### config.mk
export PLATFORM = sky130hd
export DESIGN_NAME = ccdCapture
export DESIGN_NICKNAME = d
export VERILOG_FILES = /design/src/common/cameraPkg.sv /design/src/capture/ccdCapture.sv
export SDC_FILE = /design/constraint.sdc
export NUM_CORES = 1
export LEC_CHECK = 0
export ABC_AREA = 1
export BUFFER_PORTS_ARGS = -buffer_cell sky130_fd_sc_hd__buf_2
export CORE_AREA = 2 2 135 137
export CTS_BUF_LIST = sky130_fd_sc_hd__clkbuf_4 sky130_fd_sc_hd__clkbuf_8 sky130_fd_sc_hd__clkbuf_16
export CTS_CLUSTER_SIZE = 12
export DETAILED_ROUTE_END_ITERATION = 16
export DIE_AREA = 0 0 137 139
export GPL_ROUTABILITY_DRIVEN = 0
export SKIP_CTS_REPAIR_TIMING = 1
export SYNTH_ARGS = -nofsm -noshare
export SYNTH_HDL_FRONTEND = slang
export SYNTH_SLANG_ARGS = --single-unit
### constraint.sdc
create_clock -name D5M_PIXLCLK -period 2.2 [get_ports D5M_PIXLCLK]
set_clock_uncertainty 0.1 [all_clocks]
set_input_delay 0.22 -clock D5M_PIXLCLK [delete_from_list [all_inputs] [get_ports D5M_PIXLCLK]]
set_output_delay 0.22 -clock D5M_PIXLCLK [all_outputs]
set_load 0.05 [all_outputs]
### src/common/cameraPkg.sv
`default_nettype none

package cameraPkg;

	//======================================================================
	// Sensor and pipeline widths
	//======================================================================

	// One raw sample and one colour channel
	localparam int pixelWidth      = 12;
	localparam int countWidth      = 16;
	localparam int frameCountWidth = 32;

	// Longest active line the line buffer can hold
	localparam int maxLineWidth  = 1280;
	localparam int lineAddrWidth = $clog2(maxLineWidth);

	// Grey level at or above which a pixel turns white
	localparam int binaryThreshold = 2048;

	//======================================================================
	// Frame-buffer word layout
	//======================================================================

	localparam int fbChannelBits = 10;
	localparam int fbGreenBits   = 5;

	// Upper green half with blue
	typedef struct packed {
		logic                     pad;
		logic [fbGreenBits-1:0]   greenHi;
		logic [fbChannelBits-1:0] blue;
	} fbHiView_s;

	// Lower green half with red
	typedef struct packed {
		logic                     pad;
		logic [fbGreenBits-1:0]   greenLo;
		logic [fbChannelBits-1:0] red;
	} fbLoView_s;

	typedef union packed {
		fbHiView_s hiView;
		fbLoView_s loView;
	} fbWord_u;

endpackage

`default_nettype wire

### src/capture/ccdCapture.sv
`timescale 1ns/1ps
`default_nettype none

module ccdCapture import cameraPkg::*;
(
	input  logic                       D5M_PIXLCLK,
	input  logic                       rstN,
	input  logic [pixelWidth-1:0]      pixData,
	input  logic                       frameValid,
	input  logic                       lineValid,
	input  logic                       startCapture,
	input  logic                       stopCapture,
	output logic [pixelWidth-1:0]      rawData,
	output logic                       rawValid,
	output logic [countWidth-1:0]      xCount,
	output logic [countWidth-1:0]      yCount,
	output logic [frameCountWidth-1:0] frameCount
);

	// Registered sensor bus
	logic [pixelWidth-1:0] pixReg;
	logic                  fvReg;
	logic                  lvReg;
	logic                  fvPrev;
	logic                  lvPrev;

	// Capture state
	logic runFlag;
	logic captureFlag;

	// Position of the next sample
	logic [countWidth-1:0] colCount;
	logic [countWidth-1:0] rowCount;

	logic frameRise;
	logic frameFall;
	logic frameStart;
	logic frameActive;
	logic sampleValid;
	logic lineEnd;

	//======================================================================
	// Input registers
	//======================================================================

	// Sensor sample register
	always_ff @(posedge D5M_PIXLCLK)
	begin
		pixReg <= pixData;
	end

	always_ff @(posedge D5M_PIXLCLK or negedge rstN)
	begin
		if (!rstN)
		begin
			fvReg  <= 1'b0;
			lvReg  <= 1'b0;
			fvPrev <= 1'b0;
			lvPrev <= 1'b0;
		end
		else
		begin
			fvReg  <= frameValid;
			lvReg  <= lineValid;
			fvPrev <= fvReg;
			lvPrev <= lvReg;
		end
	end

	assign frameRise  = fvReg && !fvPrev;
	assign frameFall  = !fvReg && fvPrev;
	assign frameStart = frameRise && runFlag;

	// A frame is captured from its very first sample
	assign frameActive = frameRise ? runFlag : captureFlag;
	assign sampleValid = frameActive && fvReg && lvReg;
	assign lineEnd     = captureFlag && lvPrev && !lvReg;

	//======================================================================
	// Start/stop gating and counters
	//======================================================================

	always_ff @(posedge D5M_PIXLCLK or negedge rstN)
	begin
		if (!rstN)
		begin
			runFlag     <= 1'b0;
			captureFlag <= 1'b0;
			frameCount  <= '0;
		end
		else
		begin
			// Stop wins over start
			if (stopCapture)
				runFlag <= 1'b0;
			else if (startCapture)
				runFlag <= 1'b1;

			// Running frame always completes
			if (frameRise)
				captureFlag <= runFlag;
			else if (frameFall)
				captureFlag <= 1'b0;

			if (frameStart)
				frameCount <= frameCount + 1'b1;
		end
	end

	always_ff @(posedge D5M_PIXLCLK or negedge rstN)
	begin
		if (!rstN)
		begin
			rawValid <= 1'b0;
			xCount   <= '0;
			yCount   <= '0;
			colCount <= '0;
			rowCount <= '0;
		end
		else
		begin
			rawValid <= sampleValid;
			if (sampleValid)
			begin
				xCount <= frameStart ? '0 : colCount;
				yCount <= frameStart ? '0 : rowCount;
			end

			if (frameStart)
			begin
				colCount <= sampleValid ? countWidth'(1) : '0;
				rowCount <= '0;
			end
			else if (sampleValid)
				colCount <= colCount + 1'b1;
			else if (lineEnd)
			begin
				colCount <= '0;
				rowCount <= rowCount + 1'b1;
			end
		end
	end

	always_ff @(posedge D5M_PIXLCLK)
	begin
		if (sampleValid)
			rawData <= pixReg;
	end

endmodule

`default_nettype wire

# Word-level counts from Yosys, hierarchy flattened
# Index checks and enable logic that the tools add are counted.
# totals
ff_bits	127
output_inout_bits	77
# op_classes
addsub	3
n_eq_ne	1
muxes	14
n_reduce_logical	15
# ops
op	count
16-bit 2-to-1 mux	8
16-bit by 1-bit adder with 16-bit output (second input constant)	2
32-bit by 1-bit adder with 32-bit output (second input constant)	1
1-bit logical AND	7
1-bit 2-to-1 mux	6
2-bit nonzero test	3
1-bit logical NOT	3
3-bit nonzero test	1
2-bit inequality test (second input constant)	1
2-bit AND reduction	1

# Longest topological paths before layout
# Gate-level depths: netlist of the first run.
# logic_depth
depth_word	7
mapped_depth	10
ltp_nobuf	10

# Worst setup path before layout of the first run
# No wires, ideal clock.
# synth_path
path_type	register to register
from	reg frameCount[1]
to	reg frameCount[22]
t_arrival_ns	1.627
slack_ns	0.331
path_stages_with_launch	8
period_less_slack_ns	1.869
cell_sequence	dfrtp_1 > ha_1 > nand3_1 > nor2_2 > nand2_2 > nor2_2 > nand2_1 > xnor2_1
# synth_via
elab_chain_cells	1
# synth_rtl
element	line	text
from (decl)	ccdCapture.sv:17	output logic [frameCountWidth-1:0] frameCount
from (signal assigned)	ccdCapture.sv:106	frameCount <= frameCount + 1'b1;
32-bit by 1-bit adder with 32-bit output	ccdCapture.sv:106	
# Every way passes these cells.
# A chain may end at the register's enable or synchronous reset.

# Worst setup path after layout of the first run
# layout_path
from	reg fvReg
to	reg xCount[14]
# layout_via
elab_chain_cells	4
word_cells_on_any_way	6
# layout_rtl
element	line	text
from (decl)	ccdCapture.sv:22	logic fvReg;
from (signal assigned)	ccdCapture.sv:63	fvReg <= frameValid;
1-bit logical AND	ccdCapture.sv:70	assign frameRise = fvReg && !fvPrev;
1-bit 2-to-1 mux	ccdCapture.sv:75	assign frameActive = frameRise ? runFlag : captureFlag;
1-bit logical AND (2 in a row)	ccdCapture.sv:76	assign sampleValid = frameActive && fvReg && lvReg;
to (signal assigned)	ccdCapture.sv:125	xCount <= frameStart ? '0 : colCount;
to (decl)	ccdCapture.sv:15	output logic [countWidth-1:0] xCount,
# Parallel ways exist; a longest one is shown, timed or not.

==> results.py, run 1 <==
metrics = {
    "outcome": {
        "outcome": "finished, final reports clean",
    },
    "logic_synthesis": {
        "synth_seq_cells": 127,
        "synth-compound-area-share_pct": 6.97,
        "syn_inst": 609,
        "syn_avg_cell_area_um2": 8.87,
        "synth_edf_count": 12,
        "ys_seq_area_share_pct": 58.8,
        "synth_area_leaders": "dfrtp_1 48%, nand2_1 10%, edfxtp_1 6.7%, inv_1 5.4%, nor2_1 4.6%",
        "syn_nets": 631,
        "synth_area_leader_cell": "dfrtp_1",
        "synthesis.area_um2": 5400,
        "synth_top_family_by_area": "simple AND/OR/NAND/NOR gates",
        "synth.top_cell.area_share_pct": 47.7,
        "ys.flop_type": "dfrtp_1",
        "synth_mux_area_share_pct": 0,
        "synth-warning-count": 0,
        "synth_adder_area_share_pct": 0.927,
        "synthArstFlopShare_pct": 81.1,
        "synth_cell_types": 30,
        "synth-xor-area-share_pct": 3.57,
        "synth-simple-area-share_pct": 23.3,
    },
    "global_route": {
        "grt_use_total_pct": 14.8,
        "grt_pass1_vias": 4441,
        "grt_pass1_wl_um": 21900,
        "overflow": 0,
        "grt_antenna_before_repair": 0,
        "grt_max_degree": 42,
    },
    "timing": {
        "fin_tns_setup_ns": 0,
        "finalHoldViolCount": 0,
        "worst_slew_pin_slew_ns": 0.571,
        "setup_viol": 0,
        "period_minus_slack_ns": 1.83,
        "rsz0062_at_grt": "no",
        "slew_headroom_pct": 62.0,
        "final_max_slew_viol_count": 0,
        "fmax_mhz": 547,
        "final.period_utilization_pct": 83.1,
    },
    "floorplan": {
        "die_h_um": 139,
        "initial_core_util_pct": 30.6,
        "coreArea_um2": 17700,
        "rows": 49,
        "ioPinCount": 95,
        "fp.dieW_um": 137,
        "die_area_um2": 19000,
    },
    "route": {
        "drt_first_pass_iters": 6,
        "wl_met1_um": 6060,
        "wl_met3_um": 663,
        "top_layer_used": "met4",
        "via_count": 4469,
        "drc": 0,
        "routed_wl_um": 13100,
        "drt_iter0_drc": 253,
        "postRouteAntennaNets": 0,
        "dr_wl_met2_um": 6100,
        "routedWlPerCell_um": 13.4,
        "viasPerCell": 4.54,
    },
    "power_and_ir_drop": {
        "leakagePower_uw": 0.00348,
        "powerDensity_nw_per_um2": 840,
        "irDropWorstVdd_mv": 0.524,
    },
    "final_layout": {
        "area_growth_pct": 30.2,
        "diodes": 0,
        "design_area_um2": 7030,
        "final_nets": 764,
        "fillers": 1765,
        "regArea_um2": 3180,
        "multi_input_area_um2": 1880,
        "drive_above_1_share_pct": 19.6,
    },
    "clocking": {
        "cts_tree": "done",
        "cts_buffers": 17,
        "cts.clk_slew.worst_paths_ns": 0.06,
        "cts_htree_levels": 4,
        "clk_latency_ns": 0.42,
        "cts.sinks": 127,
        "clk_root_buffer_cell": "clkbuf_16",
        "cts_max_path_buffers": 2,
    },
    "placement": {
        "placed_area_um2": 6240,
        "io_buffers": 94,
        "hpwlAfterDp_um": 9510,
    },
    "run": {
        "maxCapViolations": 0,
    },
    "worst_setup_path": {
        "cp_cell_sequence": "ha_1, nand2_2, inv_2, o21ai_2, buf_4, nand2_1, o21ai_0",
        "cp_top_family": "buffers and inverters",
        "critPathLaunchType": "register",
        "path_buf_inv": 2,
        "required_ns": 2.43,
        "crit_slowest_cell": "dfrtp_1",
        "cp-startpoint": "fvReg",
        "crit_path_end": "xCount[14]",
        "end_kind": "register",
        "r2r_end": "xCount[14]",
        "cp_data_arrival_time_ns": 2.06,
        "r2r_start": "fvReg",
        "slowest_delay_ns": 0.40,
        "worst-path-stages": 7,
        "criticalPathCategory": "register to register",
        "critPathMaxFanout": 31,
        "r2r_slack_ns": 0.37,
        "r2r.worst_path.cells": 7,
    },
    "hold_path": {
        "hp-class": "input pin to asynchronous set/reset pin",
    },
}
## worst register-to-register path: stages (launching register included)
cell,delay [ns]
dfrtp_1,0.40
ha_1,0.24
nand2_2,0.16
inv_2,0.14
o21ai_2,0.17
buf_4,0.35
nand2_1,0.11
o21ai_0,0.08
## registers in the layout, summed over array words and instances (netlist names), 12 cells and up
register,flops
yCount,16
frameCount,32
colCount,16
rowCount,16
pixReg,12
rawData,12
xCount,16
## layer usage
| metal | global-route usage (%) | vias up |
|---|---|---|
| met5 | 0 | - |
| met2 | 22.9 | 114 |
| met4 | 5.97 | 0 |
| met3 | 4.64 | 27 |
| met1 | 19.1 | 2097 |
| li1 | - | 2231 |
## layout by cell type, fill, tap and decap left out, drive strengths merged, types with 10 or more instances in the layout
master,count
clkbuf,23
nand3,38
nor3,15
xor2,11
xnor2,11
nor2,71
nand2,152
dfrtp,103
o21ai,50
dfxtp,12
inv,80
nand4,18
buf,106
edfxtp,12
a21oi,10
dlygate4sd3,17
## how the worst min path moves through the flow
stage	start	slack (ns)	cells past startpoint	endpoint
after floorplan	rstN	-0.18	0	captureFlag
after global placement	rstN	0.16	1	yCount[9]
after detailed placement	rstN	0.16	1	rowCount[3]
after CTS	rstN	-0.29	1	yCount[4]
after global routing	pixReg[0]	0.30	0	rawData[0]
final	rstN	0.26	2	rowCount[3]
## final cells by class
| type | count | share of cell area [%] |
|---|---|---|
| inverter | 80 | 4.27 |
| multi-input combinational | 393 | 26.8 |
| tap | 229 | 4.07 |
| clock inverter | 9 | 1.89 |
| sequential | 127 | 45.2 |
| timing repair buffer | 123 | 10.8 |
| clock buffer | 23 | 7.04 |
## Yosys cell counts (2+ instances only)
library cell	number
nand2_1	150
dfrtp_1	103
inv_1	78
nor2_1	66
o21ai_0	49
nand3_1	38
nand4_1	18
nor3_1	15
dfxtp_1	12
edfxtp_1	12
xnor2_1	11
xor2_1	11
a21oi_1	10
buf_2	5
ha_1	4
nor2_2	4
a22o_1	3
clkbuf_1	3
nand3b_1	3
inv_2	2
nand2_2	2
o22ai_1	2
## cells by family (layout without fill, tap and decap cells)
| family | after synthesis | after routing |
|---|---|---|
| adders and majority gates | 4 | 4 |
| DFF | 127 | 127 |
| buffers and inverters | 89 | 235 |
| and+or+nand+nor | 297 | 297 |
| xor gates and xnor gates | 22 | 22 |
| AOI/OAI and AO/OA | 70 | 70 |
## through the flow
step	total power (uW)	cells	utilization (%)	setup WS (ns)	hold slack, ns
detailed placement	3000	935	35.3	0.351	0.163
floorplan	2820	609	-	0.331	-0.176
CTS	5960	967	38.9	0.343	-0.285
global route	6150	984	39.8	0.170	0.303
finish	5910	984	39.8	0.371	0.258
global placement	2990	935	35.3	0.383	0.158
## power by group
group / leakage [uW] / internal (uW) / switching, uW
logic: 0.00155 / 124 / 331
clock network: 0.000306 / 1930 / 1020
registers: 0.00163 / 2440 / 67.6
total: 0.00348 / 4490 / 1420
(Power assumes the default switching activity.)
==> run 2, diff against run 1 <==
clock period = 1.5 ns   (was 2.2 ns; I/O delays follow)
==> run 2 against run 1 <==
The flow now finishes with violations (negative setup slack). Combinational power up 100%. Highest routed layer unchanged. Flip-flop and latch count unchanged. Largest cell class unchanged. Sequential power up 48%. Final cell count up 5.2%.
==> results.py, run 2 (same netlist as run 1, synthesis figures left out) <==
metrics = {
    "timing": {
        "finalHoldViolCount": 0,
        "finalHoldWorstSlack_ns": 0.118,
        "slew_headroom_pct": 70.0,
        "final.period_utilization_pct": 112,
        "worst_slew_pin_slew_ns": 0.450,
        "fmax_mhz": 595,
        "fin_tns_setup_ns": -7.90,
        "final_max_slew_viol_count": 0,
        "setup_viol": 79,
        "finalWorstSetupSlack_ns": -0.180,
        "rsz0062_at_grt": "yes",
        "period_minus_slack_ns": 1.68,
    },
    "final_layout": {
        "fillers": 1651,
        "multi_input_area_um2": 2530,
        "final_nets": 815,
        "diodes": 0,
        "largest_reg_flops": 32,
        "final_cell_mix": "109 x nand2_1, 92 x buf_2, 79 x dfrtp_1, 73 x inv_1, 45 x nor2_1",
        "final_common_cell": "nand2_1",
        "regMostFlops": "frameCount",
        "area_growth_pct": 54.2,
        "regArea_um2": 3210,
        "drive_above_1_share_pct": 42.1,
    },
    "clocking": {
        "cts_htree_levels": 4,
        "clk_root_buffer_cell": "clkbuf_16",
        "cts_max_path_buffers": 2,
        "cts.clk_slew.worst_paths_ns": 0.06,
        "cts_buffers": 17,
        "cts_tree": "done",
        "cts.sinks": 127,
        "clk_latency_ns": 0.42,
    },
    "route": {
        "drc": 0,
        "routedWlPerCell_um": 13.8,
        "drt_iter0_drc": 290,
        "postRouteAntennaNets": 0,
        "via_count": 4685,
        "drt_first_pass_iters": 4,
        "routed_wl_um": 14300,
        "viasPerCell": 4.53,
    },
    "floorplan": {
        "initial_core_util_pct": 30.6,
        "ioPinCount": 95,
        "die_area_um2": 19000,
        "rows": 49,
        "fp.dieW_um": 137,
        "die_h_um": 139,
        "coreArea_um2": 17700,
    },
    "placement": {
        "io_buffers": 94,
        "hpwlAfterDp_um": 9660,
    },
    "power_and_ir_drop": {
        "powerDensity_nw_per_um2": 1110,
        "leakagePower_uw": 0.00390,
        "irDropWorstVdd_mv": 0.827,
    },
    "worst_setup_path": {
        "path_buf_inv": 5,
        "cp_data_arrival_time_ns": 1.76,
        "critPathMaxFanout": 13,
        "cp_cell_sequence": "ha_4, nand2_4, inv_6, buf_6, o21ai_4, buf_6, inv_6, buf_12",
        "crit_slowest_cell": "dfrtp_1",
        "cp_top_family": "buffers and inverters",
        "r2r_start": "fvReg",
        "slowest_delay_ns": 0.41,
        "required_ns": 1.58,
        "r2r.worst_path.cells": 8,
        "end_kind": "register",
        "criticalPathCategory": "register to register",
        "critPathLaunchType": "register",
        "r2r_end": "rawData[5]",
        "r2r_slack_ns": -0.18,
    },
    "outcome": {
        "outcome": "complete, but fails checks",
        "violations": "negative setup slack",
    },
    "global_route": {
        "overflow": 0,
        "grt_pass1_wl_um": 21700,
        "grt_antenna_before_repair": 0,
        "grt_use_total_pct": 14.6,
        "grt_pass1_vias": 4427,
        "grt_max_degree": 32,
    },
    "run": {
        "maxCapViolations": 0,
    },
    "hold_path": {
        "hp-class": "input pin to asynchronous set/reset pin",
    },
}
run 2: cell type report:
class / instances / share of cell area (%)
Tap cell: 229 / 3.44
Clock inverter: 12 / 2.46
Multi-Input combinational cell: 393 / 30.3
Timing Repair Buffer: 174 / 15.6
Inverter: 80 / 3.94
Clock buffer: 20 / 5.66
Sequential cell: 127 / 38.5
run 2: metrics by stage:
stage	area [um2]	worst slack (ns)	instances	util [%]	power, uW
after floorplan	5520	-0.152	609	-	4200
after global placement	6650	-0.174	969	37.6	4530
after detailed placement	6650	-0.181	969	37.6	4530
after CTS	7320	-0.199	1001	41.5	9230
after global routing	8330	-0.245	1035	47.2	9660
final	8330	-0.180	1035	47.2	9280
run 2: how the worst max path moves through the flow:
stage	start	endpoint	slack, ns	cells past startpoint
2_1_floorplan	frameCount[1]	frameCount[20]	-0.15	7
3_3_place_gp	fvReg	colCount[6]	-0.17	6
3_5_place_dp	fvPrev	frameCount[20]	-0.18	9
4_1_cts	fvPrev	frameCount[25]	-0.20	10
5_1_grt	fvPrev	frameCount[25]	-0.25	11
6_report	fvReg	rawData[5]	-0.18	8
run 2: worst register-to-register path: cells and delay by family, from the launching register on:
kind	cells	cell delay (ns)
AND/OR/NAND/NOR	1	0.09
buffers and inverters	5	0.51
adder cells (fa/ha/maj)	1	0.20
AO/OA/AOI/OAI	1	0.13
flip-flops	1	0.41
run 2: metal layers:
| layer | routed length [um] | track usage [%] | vias up |
|---|---|---|---|
| met4 | 175 | 4.77 | 0 |
| met5 | 0 | 0 | - |
| met1 | 6320 | 18.6 | 2242 |
| li1 | - | - | 2341 |
| met2 | 7160 | 23.5 | 89 |
| met3 | 603 | 4.71 | 13 |
run 2: power breakdown:
group	switching, uW	total, uW	leakage [uW]	internal [uW]
combinational	585	911	0.00199	326
clock	1550	4670	0.000325	3120
sequential	113	3710	0.00159	3590
total	2240	9280	0.00390	7040
