===== src/common/cameraPkg.sv =====
`default_nettype none

package cameraPkg;

	//======================================================================
	// Sensor and pipeline widths
	//======================================================================

	// One raw sample and one colour channel
	localparam int pixelWidth      = 12;
	localparam int countWidth      = 16;
	localparam int frameCountWidth = 32;

	// Longest active line the line buffer can hold
	localparam int maxLineWidth  = 1280;
	localparam int lineAddrWidth = $clog2(maxLineWidth);

	// Grey level at or above which a pixel turns white
	localparam int binaryThreshold = 2048;

	//======================================================================
	// Frame-buffer word layout
	//======================================================================

	localparam int fbChannelBits = 10;
	localparam int fbGreenBits   = 5;

	// Upper green half with blue
	typedef struct packed {
		logic                     pad;
		logic [fbGreenBits-1:0]   greenHi;
		logic [fbChannelBits-1:0] blue;
	} fbHiView_s;

	// Lower green half with red
	typedef struct packed {
		logic                     pad;
		logic [fbGreenBits-1:0]   greenLo;
		logic [fbChannelBits-1:0] red;
	} fbLoView_s;

	typedef union packed {
		fbHiView_s hiView;
		fbLoView_s loView;
	} fbWord_u;

endpackage

`default_nettype wire


===== src/source/toneMap.sv =====
`timescale 1ns/1ps
`default_nettype none

module toneMap import cameraPkg::*;
(
	input  logic                  D5M_PIXLCLK,
	input  logic                  rstN,
	input  logic [pixelWidth-1:0] red,
	input  logic [pixelWidth-1:0] green,
	input  logic [pixelWidth-1:0] blue,
	input  logic                  rgbValid,
	input  logic                  grayMode,
	input  logic                  binaryMode,
	output logic                  fbValid,
	output fbWord_u               fbWordHi,
	output fbWord_u               fbWordLo
);

	// Stage one
	logic [pixelWidth-1:0] redReg;
	logic [pixelWidth-1:0] greenReg;
	logic [pixelWidth-1:0] blueReg;
	logic [pixelWidth-1:0] greyReg;
	logic                  stageValid;

	logic [pixelWidth+1:0] greySum;

	// Stage two selection
	logic [pixelWidth-1:0] binPix;
	logic [pixelWidth-1:0] outRed;
	logic [pixelWidth-1:0] outGreen;
	logic [pixelWidth-1:0] outBlue;
	fbWord_u               hiNext;
	fbWord_u               loNext;

	// R + 2G + B, then divide by four
	assign greySum = {2'b00, red} + {1'b0, green, 1'b0} + {2'b00, blue};

	always_ff @(posedge D5M_PIXLCLK or negedge rstN)
	begin
		if (!rstN)
		begin
			stageValid <= 1'b0;
			fbValid    <= 1'b0;
		end
		else
		begin
			stageValid <= rgbValid;
			fbValid    <= stageValid;
		end
	end

	always_ff @(posedge D5M_PIXLCLK)
	begin
		redReg   <= red;
		greenReg <= green;
		blueReg  <= blue;
		greyReg  <= greySum[pixelWidth+1:2];
	end

	//======================================================================
	// Mode select and frame-buffer packing
	//======================================================================

	assign binPix = (greyReg >= pixelWidth'(binaryThreshold)) ? '1 : '0;

	always_comb
	begin
		if (binaryMode)
		begin
			outRed   = binPix;
			outGreen = binPix;
			outBlue  = binPix;
		end
		else if (grayMode)
		begin
			outRed   = greyReg;
			outGreen = greyReg;
			outBlue  = greyReg;
		end
		else
		begin
			outRed   = redReg;
			outGreen = greenReg;
			outBlue  = blueReg;
		end

		// Green top bits split over the two words
		hiNext.hiView.pad     = 1'b0;
		hiNext.hiView.greenHi = outGreen[pixelWidth-1 -: fbGreenBits];
		hiNext.hiView.blue    = outBlue[pixelWidth-1 -: fbChannelBits];
		loNext.loView.pad     = 1'b0;
		loNext.loView.greenLo = outGreen[pixelWidth-1-fbGreenBits -: fbGreenBits];
		loNext.loView.red     = outRed[pixelWidth-1 -: fbChannelBits];
	end

	always_ff @(posedge D5M_PIXLCLK)
	begin
		fbWordHi <= hiNext;
		fbWordLo <= loNext;
	end

endmodule

`default_nettype wire


===== config.mk =====
export PLATFORM = sky130hd
export DESIGN_NAME = toneMap
export DESIGN_NICKNAME = d
export VERILOG_FILES = /design/src/common/cameraPkg.sv /design/src/source/toneMap.sv
export SDC_FILE = /design/constraint.sdc
export NUM_CORES = 1
export LEC_CHECK = 0
export BUFFER_PORTS_ARGS = -buffer_cell sky130_fd_sc_hd__buf_2
export CORE_MARGIN = 1
export CORE_UTILIZATION = 45
export DETAILED_ROUTE_END_ITERATION = 16
export PLACE_DENSITY = 0.81
export RECOVER_POWER = 50
export SYNTH_ARGS = -nofsm -noshare
export SYNTH_HDL_FRONTEND = slang
export SYNTH_SLANG_ARGS = --single-unit

===== constraint.sdc =====
create_clock -name D5M_PIXLCLK -period 1.3 [get_ports D5M_PIXLCLK]
set_input_delay 0.26 -clock D5M_PIXLCLK [delete_from_list [all_inputs] [get_ports D5M_PIXLCLK]]
set_output_delay 0.26 -clock D5M_PIXLCLK [all_outputs]
set_load 0.005 [all_outputs]

# After elaboration in Yosys (flattened, before gate mapping)

Index checks and enable logic that the tools add are counted.

ROM bits: 0
Memories: 0
Flip-flop bits (word level): 80
Bits in latches: 0
Memory bits (writable): 0
Logic and storage cells: 18
Input bits: 41

Div/mod/pow operators: 0
Bitwise logic cells: 0
Add/subtract/negate cells: 2
Magnitude comparators: 1
Multiplexer cells: 7
$mul: 0
Shift operators: 0
Equality and inequality tests: 0
Reduce and logical (&&, ||, !) cells: 0

Operators with widths:

| kind                                         | number |
|---|---|
| 12-bit two-way mux                           | 7 |
| 12-bit by 13-bit adder with 14-bit output    | 1 |
| 14-bit by 12-bit adder with 14-bit output    | 1 |
| 12-bit >= comparator (second input constant) | 1 |

# Longest topological paths before layout

Gate-level depths: netlist of run 1.

Depth in word-level cells: 3
Depth in mapped cells: 8

# Worst setup path after synthesis of run 1

No wires, ideal clock.

Kind: input to register
From: input port red[3]
To: register greyReg[6]
Path buffers: 0
Stages on the path: 6
Setup slack: -684 ps
Required time: 1159 ps
Arrival time: 1842 ps
Path through: fa_1 ha_1 o21ai_1 a221oi_4 a2111oi_0 a221oi_1

Word-level cells in the longest chain between the ends: 2

Ends and longest elaborated chain:

| what                                      | line          | text |
|---|---|---|
| start, declared                           | toneMap.sv:8  | `input logic [pixelWidth-1:0] red,` |
| 12-bit by 13-bit adder with 14-bit output | toneMap.sv:37 | `assign greySum = {2'b00, red} + {1'b0, green, 1'b0} + {2'b00, blue};` |
| 14-bit by 12-bit adder with 14-bit output | toneMap.sv:37 |  |
| named net greySum[8]                      | toneMap.sv:26 | `logic [pixelWidth+1:0] greySum;` |
| end signal, assigned                      | toneMap.sv:58 | `greyReg <= greySum[pixelWidth+1:2];` |
| end, declared                             | toneMap.sv:23 | `logic [pixelWidth-1:0] greyReg;` |

The timed path passes the listed nets, and every way through them passes these cells.

# Worst setup path in the final report of run 1

From: input port blue[2]
To: register greyReg[8]

Word-level cells in the longest chain between the ends: 1

Ends and longest elaborated chain:

| what                                      | line          | text |
|---|---|---|
| start, declared                           | toneMap.sv:10 | `input logic [pixelWidth-1:0] blue,` |
| 14-bit by 12-bit adder with 14-bit output | toneMap.sv:37 |  |
| named net greySum[10]                     | toneMap.sv:26 |  |

The timed path passes the listed nets, and every way through them passes these cells.

==> results of run 1 <==
[repair_timing]
action	4_1_cts	5_1_grt
hold endpoints to repair	2	0
hold buffers	1	0
gates resized for setup	12	9
setup buffers	1	1
endpoints found under the setup margin	10	10
pin swaps	11	2
[how the worst max path moves through the flow]
stage                     slack, ns            endpoint  cells past startpoint    start
after floorplan               -0.64  greyReg[6]$_DFF_P_                      6   red[2]
after global placement        -0.86  greyReg[8]$_DFF_P_                      7   red[2]
after detailed placement      -0.92  greyReg[8]$_DFF_P_                      7   red[2]
after CTS                     -0.49  greyReg[8]$_DFF_P_                      7  blue[2]
after global routing          -0.53  greyReg[8]$_DFF_P_                      8  blue[2]
final                         -0.52  greyReg[8]$_DFF_P_                      8  blue[2]
[kinds of logic after synthesis]
kind of cell,Yosys count
buf+inv,17
xor+xnor,6
simple gates,53
mux,1
flops,72
fa+ha+maj,22
compound gates,61
other cells,1
[layout by cell type (no fill, tap or decap), types with 2 or more instances in the layout]
master	Yosys	final
a21o_1	3	3
a21oi_1	41	37
a21oi_2	0	3
and2_1	2	2
buf_2	0	67
buf_4	2	18
buf_6	0	3
clkbuf_1	6	3
clkbuf_8	0	11
conb_1	1	2
dfrtp_1	2	2
dfxtp_1	70	70
fa_1	11	10
ha_1	11	2
ha_4	0	8
inv_1	7	7
nand2_1	10	8
nand2_2	0	2
nand2b_1	27	27
nand3_1	4	3
nor2_1	2	2
o21a_1	2	2
o21ai_2	0	3
xnor2_1	3	3
xor2_1	3	3
[routing by layer]
metal / share of wire, % / wire length, um / track usage [%]
met4: 2.3 / 127 / 9.63
met5: 0 / 0 / 0
met3: 4.6 / 259 / 5.93
met1: 40 / 2240 / 21.3
met2: 53 / 2960 / 34.1
[cell type report]
type                            count  share of cell area [%]
Sequential cell                    72                    40.1
Multi-Input combinational cell    145                    36.0
Timing Repair Buffer               92                    15.0
Clock buffer                       12                    4.29
Tap cell                           72                    2.49
Clock inverter                      4                    1.42
Inverter                            7                   0.726
[per-stage QoR]
step | instances | instance area, sq um | setup WS [ns]
2_1_floorplan | 234 | 2730 | -0.637
3_3_place_gp | 385 | 3280 | -0.862
3_5_place_dp | 385 | 3280 | -0.918
4_1_cts | 403 | 3590 | -0.493
5_1_grt | 404 | 3620 | -0.533
6_report | 404 | 3620 | -0.520
[registers in the layout, indices dropped and copies added (netlist names)]
register,cells
fbWordLo,15
fbWordHi,15
blueReg,10
redReg,10
stageValid,1
greenReg,10
greyReg,10
fbValid,1
[power breakdown]
part	leakage (nW)	internal [mW]	total, mW	switching [mW]
combinational	0.890	0.822	1.60	0.781
sequential	0.614	2.58	2.67	0.0867
clock	0.103	0.996	1.81	0.818
total	1.61	4.40	6.09	1.69
[critical path: cells and delay by family]
| family | cells | cell delay [ns] |
|---|---|---|
| buffers and inverters | 2 | 0.26 |
| and+or+nand+nor | 1 | 0.12 |
| AOI/OAI and AO/OA | 2 | 0.42 |
| muxes | 1 | 0.21 |
| adders and majority gates | 2 | 0.78 |
==> summary.md, run 1 <==
| Metric | Value |
|---|---|
| Outcome | finished with violations |
| Violated checks | setup timing |
| Post-Synthesis Cells | 233 |
| Most used cell along the critical path | buf_6 |
| Vias in the first global route | 1985 |
| Tcrit/Tclk final | 140% |
| Layout cells sized above 1 | 40.1% |
| Area occupied by multi-input gates | 0.00130 sq mm |
| Io pins | 74 |
| Clock root buffer master | clkbuf_8 |
| Post-synthesis xor/xnor area fraction | 1.99% |
| Iteration-0 DRC count of the detailed router | 101 |
| Clk_lat worst skew | 0.34 ns |
| Leading cell type by number of instances after synthesis | dfxtp_1 |
| Share of synthesized flip-flops with an asynchronous set or reset | 2.78% |
| Width of the die | 78.7 um |
| Synth area leaders | dfxtp_1, fa_1, a21oi_1, nand2b_1, ha_1 |
| ANT nets after route | 0 |
| Leading cell types by count after synthesis | dfxtp_1, a21oi_1, nand2b_1, fa_1, ha_1 |
| Destination of the worst hold path | stageValid$_DFF_PN0_ |
| R2R depth | 3 |
| Slowest library cell on the worst path | fa_2 |
| Dominant combinational cell family by area after synthesis | compound AO/OA/AOI/OAI gates |
| Max VDD drop | 691 uV |
| Origin of the critical flop-to-flop path | greyReg[11]$_DFF_P_ |
| Leak Pwr | 1.61 nW |
| Clk slew on worst S/H paths | 0.07 ns |
| Total overflow reported by the global router | 0 |
| Layout Area Growth over Synthesis | 36.7% |
| Wire length of the first global-routing pass | 8940 um |
| WP data required | 1.53 ns |
| Final GP Congestion | 0.763 |
| Diodes inserted | 0 |
| Seq cells post-synth | 72 |
| Power Total | 6.09 mW |
| Drt drc | 0 |
| I/O Buffers | 71 |
| Hold_sp | rgbValid |
| Die outline area | 0.00619 sq mm |
| Slew at the pin with the worst max-slew slack | 0.552 ns |
| Syn Area/Cell | 11.4 sq um |
| Kind of start point of the critical path | input port |
| Share of synthesized cell area in full adder, half adder and majority cells | 13.5% |
| Number of vias per cell after detailed routing | 4.91 |
| Number of synthesis warnings | 0 |
| Complex-gate fraction of the synthesized area | 14.3% |
| Maximum Capacitance Violations | 0 |
| Count of fill cells added during filler insertion | 435 |
| Setup repair after global routing missed its margin | true |
| Class of the tightest hold or removal check | in2reg |
| Die Ht | 78.7 um |
| Reg2Reg Capture Point | fbWordLo[0]$_DFF_P_ |
| Via count | 1982 |
| Core box area | 0.00557 sq mm |
| EDFF count, synth | 0 |
| Area fraction in and, or, nand and nor cells after synthesis | 12.1% |
| Worst reg2reg setup slack | 0.43 ns |
| Worst Clk Skew | 0.00680 ns |
| Util after Layout | 64.9% |
| Post-synthesis sequential area ratio | 54.8% |
| Max Transition Viols Final | 0 |
| Post-route setup TNS | -3.94 ns |
| # clock sinks | 72 |
| Final Net Count | 390 |
| Total wirelength of the detailed-routed design | 5590 um |
| Number of rows created at floorplan | 27 |
| Cell taking the most area after synthesis | dfxtp_1 |
| Cell-by-cell trace of the critical path | buf_6 > fa_2 > ha_4 > nand4b_4 > a221oi_4 > buf_6 > mux2i_1 > a211oi_1 |
| Most used flip-flop cell after synthesis | dfxtp_1 |
| Initial antenna violation count | 0 |
| Post-detail-place hpwl | 3830 um |
| Max Freq | 549 MHz |
| Cell Area, Synth | 0.00265 sq mm |
| Multiplexer share of the synthesized area | 0.378% |
| Crit path max fanout | 4 |
| Worst-case hold slack | 0.0256 ns |
| Worst hold stages | 1 |
| Fraction of synthesized cell area taken by the top area cell type | 53.0% |
| Number of library cell types mapped by synthesis | 38 |
| Sequential cell area | 0.00145 sq mm |
| Initial DRT Pass Iterations | 4 |
| Total GRT Usage | 19.5% |
| TritonCTS clock tree | built |
| Final min period | 1.82 ns |
| Total count of hold-check failures in the final report | 0 |
| Deepest clock path buffer count | 2 |
| Sort of element at the end of the critical path | flop |
| Final setup violation count | 10 |
| Starting Density | 47.5% |
| Headroom to the max-slew limit | 63.2% |
| Delay of the slowest cell on the worst path | 0.49 ns |
| Least setup slack across all paths after layout | -0.520 ns |
| Worst Setup Path Type | in2reg |
| Pin count of the biggest net entering global routing | 39 |
| Cts bufs inserted | 9 |
| Data arrival, critical path | 2.05 ns |
| Drt wl/cell | 13.8 um |
| H-tree levels | 3 |
| Total power divided by cell area | 1680 mW/mm^2 |
No activity file was read; power rests on OpenSTA's default activity.
==> run 2, diff against run 1 <==
CTS_BUF_LIST = sky130_fd_sc_hd__clkbuf_2   (was default)
==> run 2 against run 1 <==
Against the previous run:
- the run still ends with setup timing left
- sequential share of layout area shrank 2.4 points
- clock-buffer cell count is 2 lower
- critical path depth stayed put
- combinational power grew 14%
- register-to-register slack worse by 0.32 ns
- sequential cell count is the same
- total power fell by 5.8%
- first-iteration DRC count stayed put
- global-route usage up 2.5 points
==> summary.md, run 2 (synthesized netlist as in run 1, its figures left out) <==
| Metric | Value |
|---|---|
| Outcome | finished with violations |
| Violated checks | setup timing |
| # clock sinks | 72 |
| Setup repair after global routing missed its margin | true |
| Class of the tightest hold or removal check | in2async |
| Cts bufs inserted | 9 |
| Leak Pwr | 1.65 nW |
| Worst-case hold slack | 0.0540 ns |
| Max Freq | 570 MHz |
| Die outline area | 0.00619 sq mm |
| Vias in the first global route | 2172 |
| Sort of element at the end of the critical path | flop |
| Leading cell type in the layout, fill and taps excluded | dfxtp_1 |
| Wire length of the first global-routing pass | 10200 um |
| Kind of start point of the critical path | input port |
| Final Net Count | 422 |
| Tcrit/Tclk final | 135% |
| Proportion of power drawn by combinational gates | 31.7% |
| Least setup slack across all paths after layout | -0.454 ns |
| Crit path max fanout | 3 |
| Final setup violation count | 10 |
| Drt drc | 0 |
| Cell-by-cell trace of the critical path | buf_6 > fa_2 > ha_4 > nand4b_4 > a221oi_4 > buf_6 > mux2i_1 > a211oi_1 |
| Clk_lat worst skew | 0.51 ns |
| Core box area | 0.00557 sq mm |
| Headroom to the max-slew limit | 61.6% |
| Internal Dissipation | 3.94 mW |
| Net Switching | 1.80 mW |
| ANT nets after route | 0 |
| Reg2Reg Capture Point | fbWordLo[11]$_DFF_P_ |
| Diodes inserted | 0 |
| Worst reg2reg setup slack | 0.11 ns |
| Number of rows created at floorplan | 27 |
| WP data required | 1.70 ns |
| Clock root buffer master | clkbuf_2 |
| Placed instance count | 385 |
| Switch share | 31.3% |
| Via count | 2195 |
| Max VDD drop | 663 uV |
| Total overflow reported by the global router | 0 |
| Data arrival, critical path | 2.16 ns |
| I/O Buffers | 71 |
| Origin of the critical flop-to-flop path | greyReg[11]$_DFF_P_ |
| Worst Setup Path Type | in2reg |
| Clock share of power | 21.5% |
| Max Transition Viols Final | 0 |
| Clk slew on worst S/H paths | 0.19 ns |
| CP Buf/Inv Count | 2 |
| Biggest registers after layout | fbWordHi (15), fbWordLo (15) |
| Iteration-0 DRC count of the detailed router | 101 |
| Drt wl/cell | 16.5 um |
| Post-detail-place hpwl | 3830 um |
| Commonest cells after routing, fill and taps aside | dfxtp_1, buf_2, a21oi_1, dlygate4sd3_1, nand2b_1 |
| TritonCTS clock tree | built |
| H-tree levels | 3 |
| Number of vias per cell after detailed routing | 5.03 |
| R2R depth | 3 |
| Layout Area Growth over Synthesis | 45.3% |
| Total power divided by cell area | 1490 mW/mm^2 |
| Final GP Congestion | 0.763 |
| Starting Density | 47.5% |
| Total wirelength of the detailed-routed design | 7190 um |
| Die Ht | 78.7 um |
| Filler-free cell count of the finished design | 436 |
| Worst Clk Skew | 0.0169 ns |
| Total count of hold-check failures in the final report | 0 |
| Top delay family on crit path | adder cells |
| Pin count of the biggest net entering global routing | 39 |
| Initial DRT Pass Iterations | 4 |
| Slowest library cell on the worst path | fa_2 |
| Initial antenna violation count | 0 |
| Maximum Capacitance Violations | 0 |
| Slew at the pin with the worst max-slew slack | 0.576 ns |
| Layout cells sized above 1 | 31.6% |
| Share of power burned in registers | 46.7% |
| Util after Layout | 69.0% |
| Total GRT Usage | 22.1% |
| Deepest clock path buffer count | 2 |
| Io pins | 74 |
| Delay of the slowest cell on the worst path | 0.49 ns |
| Final min period | 1.75 ns |
| Width of the die | 78.7 um |
| Most used cell along the critical path | buf_6 |
-- run 2: cell types whose count changed in the layout (fill, tap and decap cells not counted), sizes merged --
cell | before | now
buf | 89 | 67
clkbuf | 14 | 35
clkinv | 1 | 3
dlygate4sd3 | 1 | 32
-- run 2: power groups by stage --
stage | logic (mW) | clock network (mW) | registers, mW
6_report | 1.82 | 1.23 | 2.68
5_1_grt | 1.95 | 1.34 | 2.71
4_1_cts | 1.61 | 1.24 | 2.67
3_5_place_dp | 1.42 | 0 | 2.72
3_3_place_gp | 1.37 | 0 | 2.71
2_1_floorplan | 0.806 | 0 | 2.74
-- run 2: timing repair --
item	4_1_cts	5_1_grt
resized for setup	11	24
setup buffers	1	2
hold buffers	32	0
pin swaps	15	5
setup endpoints to repair	11	11
hold endpoints to repair	33	0
-- run 2: worst max-delay path by stage --
| stage | endpoint | cells after the start | slack (ns) | from |
|---|---|---|---|---|
| after global placement | greyReg[8]$_DFF_P_ | 7 | -0.86 | red[2] |
| after detailed placement | greyReg[8]$_DFF_P_ | 7 | -0.92 | red[2] |
| after floorplan | greyReg[6]$_DFF_P_ | 6 | -0.64 | red[2] |
| after CTS | greyReg[6]$_DFF_P_ | 7 | -0.31 | blue[2] |
| after global routing | greyReg[8]$_DFF_P_ | 8 | -0.43 | blue[2] |
| final | greyReg[8]$_DFF_P_ | 8 | -0.45 | blue[2] |
-- run 2: layer usage --
metal | share of wire [%] | vias up | GRT usage [%] | wire length (um)
met2 | 55 | 83 | 40.0 | 3980
li1 | - | 1037 | - | -
met5 | 0 | - | 0 | 0
met3 | 4.4 | 18 | 3.49 | 313
met1 | 37 | 1057 | 25.3 | 2690
met4 | 2.8 | 0 | 10.0 | 204
-- run 2: per-stage QoR --
| stage | total power, mW | area (sq um) | setup WS [ns] | TNS [ns] |
|---|---|---|---|---|
| floorplan | 3.55 | 2730 | -0.637 | -5.54 |
| global placement | 4.07 | 3280 | -0.862 | -7.73 |
| detailed placement | 4.15 | 3280 | -0.918 | -8.07 |
| CTS | 5.51 | 3790 | -0.308 | -2.07 |
| global route | 6.00 | 3840 | -0.428 | -2.56 |
| finish | 5.73 | 3840 | -0.454 | -2.47 |
-- run 2: worst register-to-register path: stages, from the launching register on --
cell and delay (ns):
dfxtp_1 0.37, nor2b_2 0.10, clkbuf_2 0.47, a21oi_1 0.15
-- run 2: cell type report --
| class | count | area [sq um] |
|---|---|---|
| clock buffers | 10 | 50.0 |
| flip-flops and latches | 72 | 1450 |
| well taps | 72 | 90.1 |
| clock inverters | 6 | 58.8 |
| fillers | 403 | 1730 |
| inverters | 7 | 26.3 |
| multi-input cells | 145 | 1360 |
| repair buffers | 124 | 811 |
==> run 3, diff against run 2 <==
SETUP_SLACK_MARGIN = 0.15   (was default)
==> run 3 against run 2 <==
Against the previous run:
- the run still ends with setup timing left
- sequential power hardly changed
- sequential cell count did not move
- combinational power barely moved
- core utilization grew 0.11 points
- largest power group unchanged
- global-route usage barely moved
- critical endpoint unchanged
- non-clock buffer count did not move
- fmax up 1.9%
==> summary.md, run 3 (synthesized netlist as in run 1, its figures left out) <==
| Metric | Value |
|---|---|
| Origin of the critical flop-to-flop path | greyReg[11]$_DFF_P_ |
| Top delay family on crit path | adder cells |
| Io pins | 74 |
| Number of rows created at floorplan | 27 |
| Clk slew on worst S/H paths | 0.20 ns |
| Post-layout instance area | 0.00385 sq mm |
| Power Total | 5.72 mW |
| Total GRT Usage | 22.1% |
| Layout Area Growth over Synthesis | 45.5% |
| Delay of the slowest cell on the worst path | 0.49 ns |
| Tcrit/Tclk final | 132% |
| Die Ht | 78.7 um |
| Leak Pwr | 1.64 nW |
| Initial DRT Pass Iterations | 4 |
| Reg2Reg Capture Point | fbWordLo[11]$_DFF_P_ |
| Wire length of the first global-routing pass | 10200 um |
| Sequential cell area | 0.00146 sq mm |
| Total power divided by cell area | 1490 mW/mm^2 |
| # clock sinks | 72 |
| Sort of element at the end of the critical path | flop |
| Total wirelength of the detailed-routed design | 6940 um |
| Final GP Congestion | 0.763 |
| Filler-free cell count of the finished design | 436 |
| Crit path max fanout | 3 |
| WP data required | 1.70 ns |
| Least setup slack across all paths after layout | -0.421 ns |
| Final setup violation count | 10 |
| Worst-case hold slack | 0.0424 ns |
| Slowest library cell on the worst path | fa_2 |
| Count of fill cells added during filler insertion | 415 |
| Violated checks | setup timing |
| Die outline area | 0.00619 sq mm |
| Total overflow reported by the global router | 0 |
| Drt drc | 0 |
| Maximum Capacitance Violations | 0 |
| CP Buf/Inv Count | 2 |
| Clk_lat worst skew | 0.51 ns |
| Leading cell type in the layout, fill and taps excluded | dfxtp_1 |
| Most used cell along the critical path | buf_6 |
| Iteration-0 DRC count of the detailed router | 147 |
| Diodes inserted | 0 |
| Starting Density | 47.5% |
| Post-detail-place hpwl | 3830 um |
| Outcome | finished with violations |
| Final min period | 1.72 ns |
| Worst reg2reg setup slack | 0.12 ns |
| TritonCTS clock tree | built |
| Biggest registers after layout | fbWordHi (15), fbWordLo (15) |
| Drt wl/cell | 15.9 um |
| Max VDD drop | 675 uV |
| Slew at the pin with the worst max-slew slack | 0.571 ns |
| Worst Setup Path Type | in2reg |
| Area occupied by multi-input gates | 0.00135 sq mm |
| Max Transition Viols Final | 0 |
| Worst Clk Skew | 0.0146 ns |
| H-tree levels | 3 |
| Layout cells sized above 1 | 32.7% |
| Cts bufs inserted | 9 |
| ANT nets after route | 0 |
| Core box area | 0.00557 sq mm |
| Max Freq | 581 MHz |
| Placed instance count | 385 |
| Pin count of the biggest net entering global routing | 39 |
| Total count of hold-check failures in the final report | 0 |
| Commonest cells after routing, fill and taps aside | dfxtp_1, buf_2, a21oi_1, dlygate4sd3_1, nand2b_1 |
| Clock root buffer master | clkbuf_2 |
| Number of vias per cell after detailed routing | 5.00 |
| Class of the tightest hold or removal check | in2async |
| Width of the die | 78.7 um |
| Cell-by-cell trace of the critical path | buf_6 > fa_2 > ha_4 > nand4b_4 > a221oi_4 > buf_6 > mux2i_1 > a211oi_1 |
| I/O Buffers | 71 |
| Initial antenna violation count | 0 |
| Setup repair after global routing missed its margin | true |
| Vias in the first global route | 2171 |
| Final Net Count | 422 |
| Data arrival, critical path | 2.12 ns |
| Deepest clock path buffer count | 2 |
| Cell area after placement | 0.00328 sq mm |
| Kind of start point of the critical path | input port |
| Via count | 2180 |
| R2R depth | 3 |
| Headroom to the max-slew limit | 62.0% |
-- run 3: cell types whose count changed in the layout (fill, tap and decap cells not counted) --
cell | before | now
dfxtp_2 | 0 | 6
clkbuf_1 | 24 | 26
nand2_2 | 1 | 2
dfxtp_1 | 70 | 64
buf_6 | 2 | 3
buf_2 | 46 | 43
nand2_4 | 1 | 0
-- run 3: routing by layer --
layer | GRT usage (%) | wire length (um) | part of all wire (%) | vias up
li1 | - | - | - | 1038
met1 | 25.3 | 2670 | 38 | 1053
met2 | 40.0 | 3810 | 55 | 74
met3 | 3.49 | 301 | 4.3 | 15
met4 | 10.0 | 161 | 2.3 | 0
met5 | 0 | 0 | 0 | -
-- run 3: worst max path at each step --
stage	from	end	slack [ns]	cells past startpoint
floorplan	red[2]	greyReg[6]$_DFF_P_	-0.64	6
global placement	red[2]	greyReg[8]$_DFF_P_	-0.86	7
detailed placement	red[2]	greyReg[8]$_DFF_P_	-0.92	7
CTS	blue[2]	greyReg[6]$_DFF_P_	-0.31	7
global route	blue[2]	greyReg[8]$_DFF_P_	-0.37	8
finish	blue[2]	greyReg[8]$_DFF_P_	-0.42	8
-- run 3: what timing repair did --
item	CTS	global route
buffers inserted	1	2
endpoints found under the setup margin	41	41
gates resized for setup	14	24
hold buffers	32	0
hold endpoints to repair	33	0
pin swaps	15	5
-- run 3: layout make-up --
cell class                      instances  area share, %
Clock inverter                          6           1.53
Sequential cell                        72           37.9
Timing Repair Buffer                  124           21.2
Inverter                                7          0.682
Multi-Input combinational cell        145           35.1
Clock buffer                           10           1.30
Tap cell                               72           2.34
-- run 3: metrics by stage --
stage               setup TNS (ns)  setup slack (ns)  utilization (%)
finish                       -2.43            -0.421             69.1
global route                 -2.54            -0.370             69.1
CTS                          -2.07            -0.308             68.1
detailed placement           -8.07            -0.918             58.8
global placement             -7.73            -0.862             58.8
floorplan                    -5.54            -0.637                -
-- run 3: power breakdown --
group | internal (mW) | total, mW | switching (mW) | leakage, nW
clock network | 0.443 | 1.24 | 0.797 | 0.0674
registers | 2.59 | 2.69 | 0.0989 | 0.614
logic | 0.912 | 1.79 | 0.880 | 0.961
total | 3.94 | 5.72 | 1.78 | 1.64
